**config.mk**
```make
export PLATFORM = sky130hd
export DESIGN_NAME = decodeStage
export DESIGN_NICKNAME = d
export VERILOG_FILES = /design/src/rtl/isaPkg.sv /design/src/rtl/pipePkg.sv /design/src/rtl/decodeStage.sv /design/src/rtl/decodeCtrl.sv /design/src/rtl/renameTable.sv /design/src/rtl/immGen.sv /design/src/rtl/instDecoder.sv
export SDC_FILE = /design/constraint.sdc
export NUM_CORES = 1
export LEC_CHECK = 0
export ABC_AREA = 1
export BUFFER_PORTS_ARGS = -buffer_cell sky130_fd_sc_hd__buf_4
export CAP_MARGIN = 20
export CORE_MARGIN = 3
export CORE_UTILIZATION = 50
export DETAILED_ROUTE_END_ITERATION = 6
export PLACE_DENSITY = 0.71
export SKIP_CTS_REPAIR_TIMING = 1
export SYNTH_ARGS = -nofsm -noshare
export SYNTH_HDL_FRONTEND = slang
export SYNTH_SLANG_ARGS = --single-unit
```
**constraint.sdc**
```tcl
create_clock -name clk -period 8.8 [get_ports clk]
set_input_delay 0.88 -clock clk [delete_from_list [all_inputs] [get_ports clk]]
set_output_delay 0.88 -clock clk [all_outputs]
set_load 0.01 [all_outputs]
```
**src/rtl/isaPkg.sv**
```systemverilog
`default_nettype none

package isaPkg;

    localparam int XLen         = 32;
    localparam int RegNameWidth = 5;
    localparam int OpcodeWidth  = 7;

    typedef logic [XLen-1:0]         instWord_t;
    typedef logic [XLen-1:0]         addr_t;
    typedef logic [XLen-1:0]         imm_t;
    typedef logic [RegNameWidth-1:0] regName_t;
    typedef logic [OpcodeWidth-1:0]  opcode_t;

    // Major RV32I opcodes.
    localparam opcode_t OpcLui    = 7'b0110111;
    localparam opcode_t OpcAuipc  = 7'b0010111;
    localparam opcode_t OpcJal    = 7'b1101111;
    localparam opcode_t OpcJalr   = 7'b1100111;
    localparam opcode_t OpcBranch = 7'b1100011;
    localparam opcode_t OpcLoad   = 7'b0000011;
    localparam opcode_t OpcStore  = 7'b0100011;
    localparam opcode_t OpcOpImm  = 7'b0010011;
    localparam opcode_t OpcOp     = 7'b0110011;

    // Operation codes handed to the reservation stations.
    typedef enum logic [5:0] {
        OpNop,
        OpLui, OpAuipc,
        OpJal, OpJalr,
        OpBeq, OpBne, OpBlt, OpBge, OpBltu, OpBgeu,
        OpLb, OpLh, OpLw, OpLbu, OpLhu,
        OpSb, OpSh, OpSw,
        OpAddi, OpSlti, OpSltiu, OpXori, OpOri, OpAndi,
        OpSlli, OpSrli, OpSrai,
        OpAdd, OpSub, OpSll, OpSlt, OpSltu,
        OpXor, OpSrl, OpSra, OpOr, OpAnd
    } op_t;

endpackage

`default_nettype wire
```
**src/rtl/pipePkg.sv**
```systemverilog
`default_nettype none

package pipePkg;
    import isaPkg::*;

    localparam int RobDepth = 8;
    localparam int TagWidth = 3;

    typedef logic [TagWidth-1:0] robTag_t;
    typedef logic [TagWidth:0]   robCount_t;   // Holds 0 to RobDepth.

    typedef struct packed {
        op_t      op;
        regName_t rd;
        regName_t rs1;
        regName_t rs2;
    } decodeInfo_t;

    typedef struct packed {
        logic    busy;
        robTag_t tag;   // Producer, valid while busy.
    } srcStatus_t;

    typedef struct packed {
        addr_t      pc;
        op_t        op;
        imm_t       imm;
        regName_t   rd;
        regName_t   rs1;
        regName_t   rs2;
        srcStatus_t rs1Stat;
        srcStatus_t rs2Stat;
        robTag_t    robTag;
        logic       predTaken;
    } issueBundle_t;

    typedef struct packed {
        regName_t rd;
        robTag_t  tag;
    } commitInfo_t;

endpackage

`default_nettype wire

```
**src/rtl/decodeStage.sv**
```systemverilog
`timescale 1ns/1ps
`default_nettype none

module decodeStage
    import isaPkg::*;
    import pipePkg::*;
(
    input  wire              clk,
    input  wire              rst,
    input  wire              rdy,
    input  wire              instEn,
    input  wire instWord_t   inst,
    input  wire addr_t       pc,
    input  wire              predTaken,
    input  wire              commitEn,
    input  wire commitInfo_t commit,
    input  wire              flush,
    output logic             instStall,
    output logic             issueEn,
    output issueBundle_t     issue
);

    decodeInfo_t info;
    imm_t        imm;
    srcStatus_t  rs1Stat;
    srcStatus_t  rs2Stat;
    logic        accept;
    robTag_t     allocTag;

    instDecoder u_instDecoder (
        .inst (inst),
        .info (info)
    );

    immGen u_immGen (
        .inst (inst),
        .imm  (imm)
    );

    // Sources see the table as it was before this edge.
    renameTable u_renameTable (
        .clk      (clk),
        .rst      (rst),
        .rdy      (rdy),
        .flush    (flush),
        .accept   (accept),
        .rd       (info.rd),
        .allocTag (allocTag),
        .rs1      (info.rs1),
        .rs2      (info.rs2),
        .commitEn (commitEn),
        .commit   (commit),
        .rs1Stat  (rs1Stat),
        .rs2Stat  (rs2Stat)
    );

    decodeCtrl u_decodeCtrl (
        .clk       (clk),
        .rst       (rst),
        .rdy       (rdy),
        .flush     (flush),
        .instEn    (instEn),
        .pc        (pc),
        .predTaken (predTaken),
        .info      (info),
        .imm       (imm),
        .rs1Stat   (rs1Stat),
        .rs2Stat   (rs2Stat),
        .commitEn  (commitEn),
        .accept    (accept),
        .allocTag  (allocTag),
        .instStall (instStall),
        .issueEn   (issueEn),
        .issue     (issue)
    );

endmodule

`default_nettype wire

```
**src/rtl/decodeCtrl.sv**
```systemverilog
`timescale 1ns/1ps
`default_nettype none

module decodeCtrl
    import isaPkg::*;
    import pipePkg::*;
(
    input  wire              clk,
    input  wire              rst,
    input  wire              rdy,
    input  wire              flush,
    input  wire              instEn,
    input  wire addr_t       pc,
    input  wire              predTaken,
    input  wire decodeInfo_t info,
    input  wire imm_t        imm,
    input  wire srcStatus_t  rs1Stat,
    input  wire srcStatus_t  rs2Stat,
    input  wire              commitEn,
    output logic             accept,
    output robTag_t          allocTag,
    output logic             instStall,
    output logic             issueEn,
    output issueBundle_t     issue
);

    robCount_t robCount;

    assign accept    = rdy && instEn && !flush && (robCount < robCount_t'(RobDepth));
    assign instStall = instEn && !accept;   // Fetch holds its word.

    always_ff @(posedge clk) begin
        if (rst || (rdy && flush)) begin
            allocTag <= '0;
            robCount <= '0;
        end else if (rdy) begin
            if (accept)
                allocTag <= allocTag + 1'b1;   // Wraps after 7.
            case ({accept, commitEn})
                2'b10:   robCount <= robCount + 1'b1;
                2'b01:   robCount <= robCount - 1'b1;
                default: robCount <= robCount;
            endcase
        end
    end

    // Accept already excludes flush, so a flush leaves a dead cycle.
    always_ff @(posedge clk) begin
        if (rst)
            issueEn <= 1'b0;
        else
            issueEn <= accept;
    end

    always_ff @(posedge clk) begin
        if (accept) begin
            issue.pc        <= pc;
            issue.op        <= info.op;
            issue.imm       <= imm;
            issue.rd        <= info.rd;
            issue.rs1       <= info.rs1;
            issue.rs2       <= info.rs2;
            issue.rs1Stat   <= rs1Stat;
            issue.rs2Stat   <= rs2Stat;
            issue.robTag    <= allocTag;
            issue.predTaken <= predTaken;
        end
    end

endmodule

`default_nettype wire

```
**src/rtl/renameTable.sv**
```systemverilog
`timescale 1ns/1ps
`default_nettype none

module renameTable
    import isaPkg::*;
    import pipePkg::*;
(
    input  wire              clk,
    input  wire              rst,
    input  wire              rdy,
    input  wire              flush,
    input  wire              accept,
    input  wire regName_t    rd,
    input  wire robTag_t     allocTag,
    input  wire regName_t    rs1,
    input  wire regName_t    rs2,
    input  wire              commitEn,
    input  wire commitInfo_t commit,
    output srcStatus_t       rs1Stat,
    output srcStatus_t       rs2Stat
);

    logic [31:0] busy;
    robTag_t     tagTable [32];

    always_ff @(posedge clk) begin
        if (rst || (rdy && flush)) begin
            busy <= '0;
        end else if (rdy) begin
            // Only the newest producer may clear the entry.
            if (commitEn && (tagTable[commit.rd] == commit.tag))
                busy[commit.rd] <= 1'b0;
            if (accept && (rd != '0))
                busy[rd] <= 1'b1;   // Wins over a commit to the same rd.
        end
    end

    always_ff @(posedge clk) begin
        if (accept && (rd != '0))
            tagTable[rd] <= allocTag;
    end

    // x0 is hardwired, so it never waits.
    assign rs1Stat.busy = (rs1 != '0) && busy[rs1];
    assign rs1Stat.tag  = tagTable[rs1];
    assign rs2Stat.busy = (rs2 != '0) && busy[rs2];
    assign rs2Stat.tag  = tagTable[rs2];

endmodule

`default_nettype wire

```
**src/rtl/immGen.sv**
```systemverilog
`timescale 1ns/1ps
`default_nettype none

module immGen
    import isaPkg::*;
(
    input  wire instWord_t inst,
    output imm_t           imm
);

    opcode_t opcode;

    assign opcode = inst[6:0];

    always_comb begin
        case (opcode)
            OpcOpImm, OpcLoad, OpcJalr:
                imm = {{21{inst[31]}}, inst[30:20]};
            OpcStore:
                imm = {{21{inst[31]}}, inst[30:25], inst[11:7]};
            OpcBranch:   // Offset in halfwords, bit 0 is zero.
                imm = {{20{inst[31]}}, inst[7], inst[30:25], inst[11:8], 1'b0};
            OpcLui, OpcAuipc:
                imm = {inst[31:12], 12'b0};
            OpcJal:
                imm = {{12{inst[31]}}, inst[19:12], inst[20], inst[30:21], 1'b0};
            default:
                imm = '0;   // R-type and unknown opcodes.
        endcase
    end

endmodule

`default_nettype wire

```
**src/rtl/instDecoder.sv**
```systemverilog
`timescale 1ns/1ps
`default_nettype none

module instDecoder
    import isaPkg::*;
    import pipePkg::*;
(
    input  wire instWord_t   inst,
    output decodeInfo_t      info
);

    opcode_t    opcode;
    logic [2:0] funct3;
    logic       funct7b30;   // Picks SUB, SRA and SRAI.

    assign opcode    = inst[6:0];
    assign funct3    = inst[14:12];
    assign funct7b30 = inst[30];

    always_comb begin
        info.rd  = inst[11:7];
        info.rs1 = inst[19:15];
        info.rs2 = inst[24:20];
        info.op  = OpNop;   // Anything unmatched stays a NOP.
        case (opcode)
            OpcLui:   info.op = OpLui;
            OpcAuipc: info.op = OpAuipc;
            OpcJal:   info.op = OpJal;
            OpcJalr:  info.op = OpJalr;
            OpcBranch: begin
                case (funct3)
                    3'b000:  info.op = OpBeq;
                    3'b001:  info.op = OpBne;
                    3'b100:  info.op = OpBlt;
                    3'b101:  info.op = OpBge;
                    3'b110:  info.op = OpBltu;
                    3'b111:  info.op = OpBgeu;
                    default: info.op = OpNop;
                endcase
            end
            OpcLoad: begin
                case (funct3)
                    3'b000:  info.op = OpLb;
                    3'b001:  info.op = OpLh;
                    3'b010:  info.op = OpLw;
                    3'b100:  info.op = OpLbu;
                    3'b101:  info.op = OpLhu;
                    default: info.op = OpNop;
                endcase
            end
            OpcStore: begin
                case (funct3)
                    3'b000:  info.op = OpSb;
                    3'b001:  info.op = OpSh;
                    3'b010:  info.op = OpSw;
                    default: info.op = OpNop;
                endcase
            end
            OpcOpImm: begin
                // Bit 30 belongs to the immediate except for shifts.
                case (funct3)
                    3'b000:  info.op = OpAddi;
                    3'b010:  info.op = OpSlti;
                    3'b011:  info.op = OpSltiu;
                    3'b100:  info.op = OpXori;
                    3'b110:  info.op = OpOri;
                    3'b111:  info.op = OpAndi;
                    3'b001:  info.op = funct7b30 ? OpNop : OpSlli;
                    default: info.op = funct7b30 ? OpSrai : OpSrli;
                endcase
            end
            OpcOp: begin
                case ({funct7b30, funct3})
                    4'b0000: info.op = OpAdd;
                    4'b1000: info.op = OpSub;
                    4'b0001: info.op = OpSll;
                    4'b0010: info.op = OpSlt;
                    4'b0011: info.op = OpSltu;
                    4'b0100: info.op = OpXor;
                    4'b0101: info.op = OpSrl;
                    4'b1101: info.op = OpSra;
                    4'b0110: info.op = OpOr;
                    4'b0111: info.op = OpAnd;
                    default: info.op = OpNop;
                endcase
            end
            default: info.op = OpNop;
        endcase
    end

endmodule

`default_nettype wire

```
-- Yosys cells after proc, flatten, opt, wreduce, memory -nomap -nowiden
Memory sizes are Yosys's and may differ from the RTL's. A register that Yosys moved wholly into a read port is not among the register bits.
Cells that the tools add are included.
- $add $sub $neg: 3
- reductions and logical operators: 23
- order comparisons: 7
- bitwise gates (word level): 3
- equal/unequal tests: 19
- multiplexer cells: 23
- operator list (cell ; count):
    32-bit one-hot mux with 5 select lines ; 1
    32-bit two-way mux ; 4
    6-bit one-hot mux with 9 select lines ; 1
    6-bit one-hot mux with 7 select lines ; 1
    32-bit bitwise AND ; 1
    32-bit inverter ; 1
    32-bit bitwise OR ; 1
    5-bit by 6-bit < comparator with 1-bit output (second input constant) ; 4
    4-bit one-hot mux with 6 select lines ; 1
    7-bit by 6-bit equality test with 1-bit output (second input constant) ; 3
    7-bit equality test (second input constant) ; 3
    4-bit one-hot mux with 5 select lines ; 1
    5-bit one-hot mux with 3 select lines ; 1
    5-bit nonzero test ; 3
    7-bit by 5-bit equality test with 1-bit output (second input constant) ; 2
    3-bit equality test (second input constant) ; 4
    1-bit logical AND ; 11
    1-bit binary-select mux with 5-bit select ; 2
    1-bit demux with 5-bit select ; 2
    5-bit by 1-bit greater-or-equal comparator with 1-bit output (second input constant) ; 2
    4-bit one-hot mux with 2 select lines ; 1
    7-bit by 2-bit equality test with 1-bit output (second input constant) ; 1
    1-bit two-way mux ; 7
    3-bit by 2-bit equality test with 1-bit output (second input constant) ; 2
    16 further kinds ; 18
- word-level logic and storage cells: 94
- bits of input ports: 79
- memories: 2
- RAM bits: 96
- register bits: 131
- memory bits (read-only): 96
- output and inout bits: 99
- memories (memory ; words ; bits a word ; rd ports ; clocked after Yosys merged registers in ; wr ports ; RTL line ; text):
    (name not given) ; 16 ; 6 ; 1 ; 0 ; 0 ; instDecoder.sv:73 ; case ({funct7b30, funct3})
    u_renameTable.tagTable ; 32 ; 3 ; 3 ; 2 ; 1 ; renameTable.sv:24 ; robTag_t tagTable [32];

-- Longest topological paths before layout
- depth in word-level cells: 11
- mapped depth: 17

-- Hierarchy
A second synthesis with hierarchy kept.
- cell total of the unflattened synthesis: 1617
- area total of the unflattened synthesis: 13005.0 um^2
- by module, submodules not included (module ; area each (um^2) ; sequential area each (um^2) ; cells an instance ; instances):
    renameTable ; 8111.5 ; 3523.4 ; 1154 ; 1
    decodeCtrl ; 3398.3 ; 3072.9 ; 161 ; 1
    immGen ; 759.5 ; 0.0 ; 163 ; 1
    instDecoder ; 735.7 ; 0.0 ; 139 ; 1

-- Worst setup path after synthesis
No wires, ideal clock.
- path type: input to register
- from: input port flush
- to: register u_decodeCtrl.robCount[3]
- buffers on the path: 0
- data arrival time: 5.682 ns
- cell stages on the path: 10
- setup slack: 3.046 ns
- library setup time: 0.072 ns
- path through: nor4_4 -> inv_4 -> ha_1 -> ha_1 -> nand2_1 -> nor2_1 -> a211oi_1 -> xor2_1 -> nand2_1 -> a21oi_1
- cells in the longest elaborated chain, start to end: 6
- RTL lines (what ; RTL line ; text):
    start: declaration ; decodeStage.sv:17 ; input wire flush,
    1-bit logical NOT ; decodeCtrl.sv:29 ; assign accept = rdy && instEn && !flush && (robCount < robCount_t'(RobDepth));
    1-bit logical AND (2 in a row) ; decodeCtrl.sv:29 ;
    2-bit equality test / 2-bit by 1-bit equality test with 1-bit output (equally long branches) ; decodeCtrl.sv:39 ; case ({accept, commitEn})
    2-bit nonzero test (no source line) ; - ;
    2-bit AND reduction (no source line) ; - ;
    end signal: assignment ; decodeCtrl.sv:40 ; 2'b10: robCount <= robCount + 1'b1;
    end signal: assignment ; decodeCtrl.sv:41 ; 2'b01: robCount <= robCount - 1'b1;
    end signal: assignment ; decodeCtrl.sv:42 ; default: robCount <= robCount;
    end: declaration ; decodeCtrl.sv:27 ; robCount_t robCount;
Parallel ways exist; a longest one is shown, timed or not.
A chain may end at the register's enable or synchronous reset.

-- Worst setup path in the final report
- from: input port commit[3] (netlist bit)
- to: register u_renameTable.busy[23]
- cells in the longest elaborated chain, start to end: 11
- RTL lines (what ; RTL line ; text):
    start: declaration ; decodeStage.sv:16 ; input wire commitInfo_t commit,
    5-bit by 6-bit < comparator with 1-bit output (not written as such) / 5-bit by 1-bit greater-or-equal comparator with 1-bit output (equally long branches) ; renameTable.sv:32 ; busy[commit.rd] <= 1'b0;
    1-bit logical AND (not written as such) ; renameTable.sv:32 ;
    1-bit two-way mux (not written as such) ; renameTable.sv:32 ;
    1-bit demux with 5-bit select ; - ;
    32-bit inverter (no source line) ; - ;
    32-bit bitwise AND (no source line) ; - ;
    32-bit two-way mux * ; renameTable.sv:31 ; if (commitEn && (tagTable[commit.rd] == commit.tag))
    32-bit two-way mux * ; renameTable.sv:29 ; end else if (rdy) begin
    32-bit two-way mux * ; renameTable.sv:27 ; if (rst || (rdy && flush)) begin
    32-bit bitwise OR (no source line) ; - ;
    32-bit two-way mux * ; renameTable.sv:33 ; if (accept && (rd != '0))
    end signal: assignment ; renameTable.sv:28 ; busy <= '0;
    end signal: indexed assignment ; renameTable.sv:32 ;
    end signal: indexed assignment ; renameTable.sv:34 ; busy[rd] <= 1'b1;
    end: declaration ; renameTable.sv:23 ; logic [31:0] busy;
Every way passes the cells marked *; elsewhere a longest branch is shown, timed or not. The select of a mux whose other input is x is not followed.

==> impl_results.md <==
- Met3 wire length: between 5000 and 6000 µm
- Sink Count: between 200 and 250
- Die footprint: approximately 0.026 mm²
- Number of global-route vias before repair: between 10000 and 15000
- Most frequent cells in the layout: 339 x nand2_1, 193 x edfxtp_1, 191 x buf_4
- Slowest stage cell, crit path: nor2_4
- Nets: about 1700
- Setup ws final: about 5.4 ns
- CP dominant cell by count: nand2_1
- Terminus of the critical flop-to-flop path: u_renameTable.tagTable[29][1]
- DR pass1 iterations: 7
- Count of cell types in the netlist: 52
- Final WL: about 40000 µm
- Register clock-pin slew on the reported worst setup and hold paths: 0.06 ns
- Rows: 56
- Final cell count without fillers: approximately 1900
- Async S/R FF share, synth: 0%
- Area of placed instances: about 0.014 mm²
- Flops & latches, synth: around 230
- Post-detail-place hpwl: between 20000 and 30000 µm
- Post-synth EDFFs: between 150 and 200
- Clk buf depth: 3
- Post-place setup slack: around 5 ns
- Initial Util: 51.58%
- FMAX: between 200 and 300 MHz
- CP Data Required Time: around 9.2 ns
- Hold path endpoint: u_renameTable.busy[25]
- Worst Setup Start Kind: input pin
- Peak supply drop: 151.3 µV
- Sequential share of the synthesized area: 53.68%
- R2r startpoint: u_decodeCtrl.robCount[3]
- Final setup fails: 0
- HP Start: u_renameTable.busy[25]
- Metal2 WL: ~17000 µm
- Data arrival, critical path: approximately 3.8 ns
- Fin Clk Skew: 0.01804 ns
- Nature of the critical path endpoint: flop
- Crit Path Max Fanout: between 60 and 70
- RSZ-0062 raised after global routing: false
- Hold Fails Final Rpt: 0
- Ports: ~180
- Post-Syn Area: ~0.012 mm²
- Synth-to-Final Area Change: 19.63%
- Via count: between 10000 and 15000
- Hold depth: 2
- Die Wd: roughly 160 µm
- Main synth FF type: edfxtp_1
- CORE AREA: approximately 0.024 mm²
- Outcome: finished, violations left
- Overall power: around 2.6 mW
- Global-route wire length before repair: between 60000 and 70000 µm
- Placed Cells: 1892
- CTS tree: yes
- Worst-Skew Late Latency: around 0.54 ns
- Slew HR: between 30% and 40%
- Crit-path cells: buf_4 > inv_2 > nand2_1 > nand2_1 > nand2_1 > nand2_1 > nand2_1 > nand2_1 > nor2_1 > nand2_1 > nand2_1 > nand2_1 > nor2_4 > nand3_1 > nand2_1 > a21oi_2
- Post-DR vias/cell: between 5 and 6
- Largest net degree at the start of global routing: slightly below 80
- WP buf/inv: 2
- M1 WL: between 15000 and 20000 µm
- Post-Syn Instances: 1450
- Die Height: 162.8 µm
- Global Route Usage Sum: around 29%
- Top sig layer: met4
- Flop-to-flop setup slack: approximately 6.4 ns
- Fin. max-slew vios: 0
- PwrDens: 178.2 mW/mm²
- H-tree levels: 1
- TNS Setup: 0 ns
- Gr ovfl total: 0
- Yosys Warn Count: 0
- Most common cell after layout, fill and taps aside: nand2_1
- CTS Buf Count: 26
- Root Driver: clkbuf_16
- DR WL/cell: a little over 20 µm
- Max_cap viols: 0
- Hold Slack: 0.4687 ns
- Worst Reg2Reg Path Length in Cells: 4
- # port buffers: 177
- Slew @ Worst Pin: 0.9966 ns
- Min cycle time layout: 3.395 ns
- Layout Utilization: about 62%
- Initial antenna violation count: 0
- Syn_area_per_cell: 8.475 µm²
- ANT nets after route: 0
- Failing checks: design-rule violations
- CP peak stage delay: 0.59 ns
- RePlAce Congestion: approximately 0.98
- HP Class: reg2reg
- Drc violations: 1
- Leakage: roughly 5.9 nW
- Setup CP Type: in2reg
- Final instance area: around 0.015 mm²
- Part of the cycle the worst path needs: 38.58%
- 1st-iter DRT viols: between 1500 and 2000
- Critical path's top delay family: simple AND/OR/NAND/NOR gates
- Fraction of layout cells with a size suffix above 1: ~17%
[layer usage]
metal | vias to the layer above | track usage (%)
met5 | - | 0
met4 | 0 | 12.69
met3 | 139 | 6.612
met2 | 846 | 44.24
met1 | 5239 | 40.44
li1 | 5245 | -
[worst register-to-register path: stages (launching register included)]
cell,delay [ns]
dfxtp_1,0.37
nor4_4,0.37
buf_4,0.41
nand2_2,0.14
nor3_1,0.78
[worst max-delay path by stage]
stage,startpoint,endpoint,slack (ns),cells past startpoint
2_1_floorplan,flush,u_decodeCtrl.robCount[3],3.05,10
3_3_place_gp,commit[3],u_renameTable.busy[4],5.02,16
3_5_place_dp,commit[3],u_renameTable.busy[13],4.99,16
4_1_cts,commit[3],u_renameTable.busy[13],5.54,16
5_1_grt,commit[3],u_renameTable.busy[6],5.11,16
6_report,commit[3],u_renameTable.busy[23],5.40,16
[cells by family (layout without fill, tap and decap cells)]
logic type | after synthesis | count (layout) | synth area share, %
compound gates | 352 | 352 | 16.29
other cells | 1 | 4 | 0.03052
fa+ha+maj | 10 | 10 | 1.079
xor+xnor | 3 | 3 | 0.2139
simple gates | 633 | 633 | 21.27
flops | 233 | 233 | 53.68
buf+inv | 216 | 385 | 7.270
mux | 2 | 2 | 0.1629
[power by group]
group | internal [mW] | switching [mW]
Clock | 0.672 | 0.444
Combinational | 0.0912 | 0.200
Sequential | 1.21 | 0.00532
Total | 1.97 | 0.649
[final cells by class]
type                    instances  area (µm²)
fillers                      2081        9123
multi-input cells            1003        4806
repair buffers                192        1461
clock inverters                15       160.2
flip-flops and latches        233        6596
well taps                     319       399.1
diodes                          1       2.502
clock buffers                  33       728.2
inverters                     145       546.8
[state kept, by name, summed over array words and instances, names as in the netlist]
name	flops
u_decodeCtrl.issueEn	1
u_decodeCtrl.issue	97
u_decodeCtrl.allocTag	3
u_decodeCtrl.robCount	4
u_renameTable.tagTable	96
u_renameTable.busy	32
[cells in the mapped netlist, types with 7 or more instances]
| cell | number | area, µm² |
|---|---|---|
| a21oi_1 | 90 | 450.4 |
| o211ai_1 | 12 | 90.09 |
| a211oi_1 | 9 | 67.56 |
| o221ai_1 | 13 | 113.9 |
| nor2_1 | 177 | 664.4 |
| nor2_2 | 9 | 56.30 |
| inv_1 | 121 | 454.2 |
| a21oi_2 | 11 | 96.34 |
| o21ai_1 | 13 | 65.06 |
| o21ai_0 | 155 | 775.7 |
| a31oi_1 | 10 | 62.56 |
| nor2_4 | 8 | 90.09 |
| dfxtp_1 | 40 | 800.8 |
| clkbuf_1 | 50 | 187.7 |
| nand3_1 | 72 | 360.4 |
| nor3_1 | 19 | 95.09 |
| buf_4 | 7 | 52.55 |
| inv_2 | 20 | 75.07 |
| o22ai_1 | 22 | 137.6 |
| ha_1 | 9 | 112.6 |
| nand2_1 | 339 | 1272 |
| edfxtp_1 | 193 | 5796 |
(Power assumes the default switching activity.)
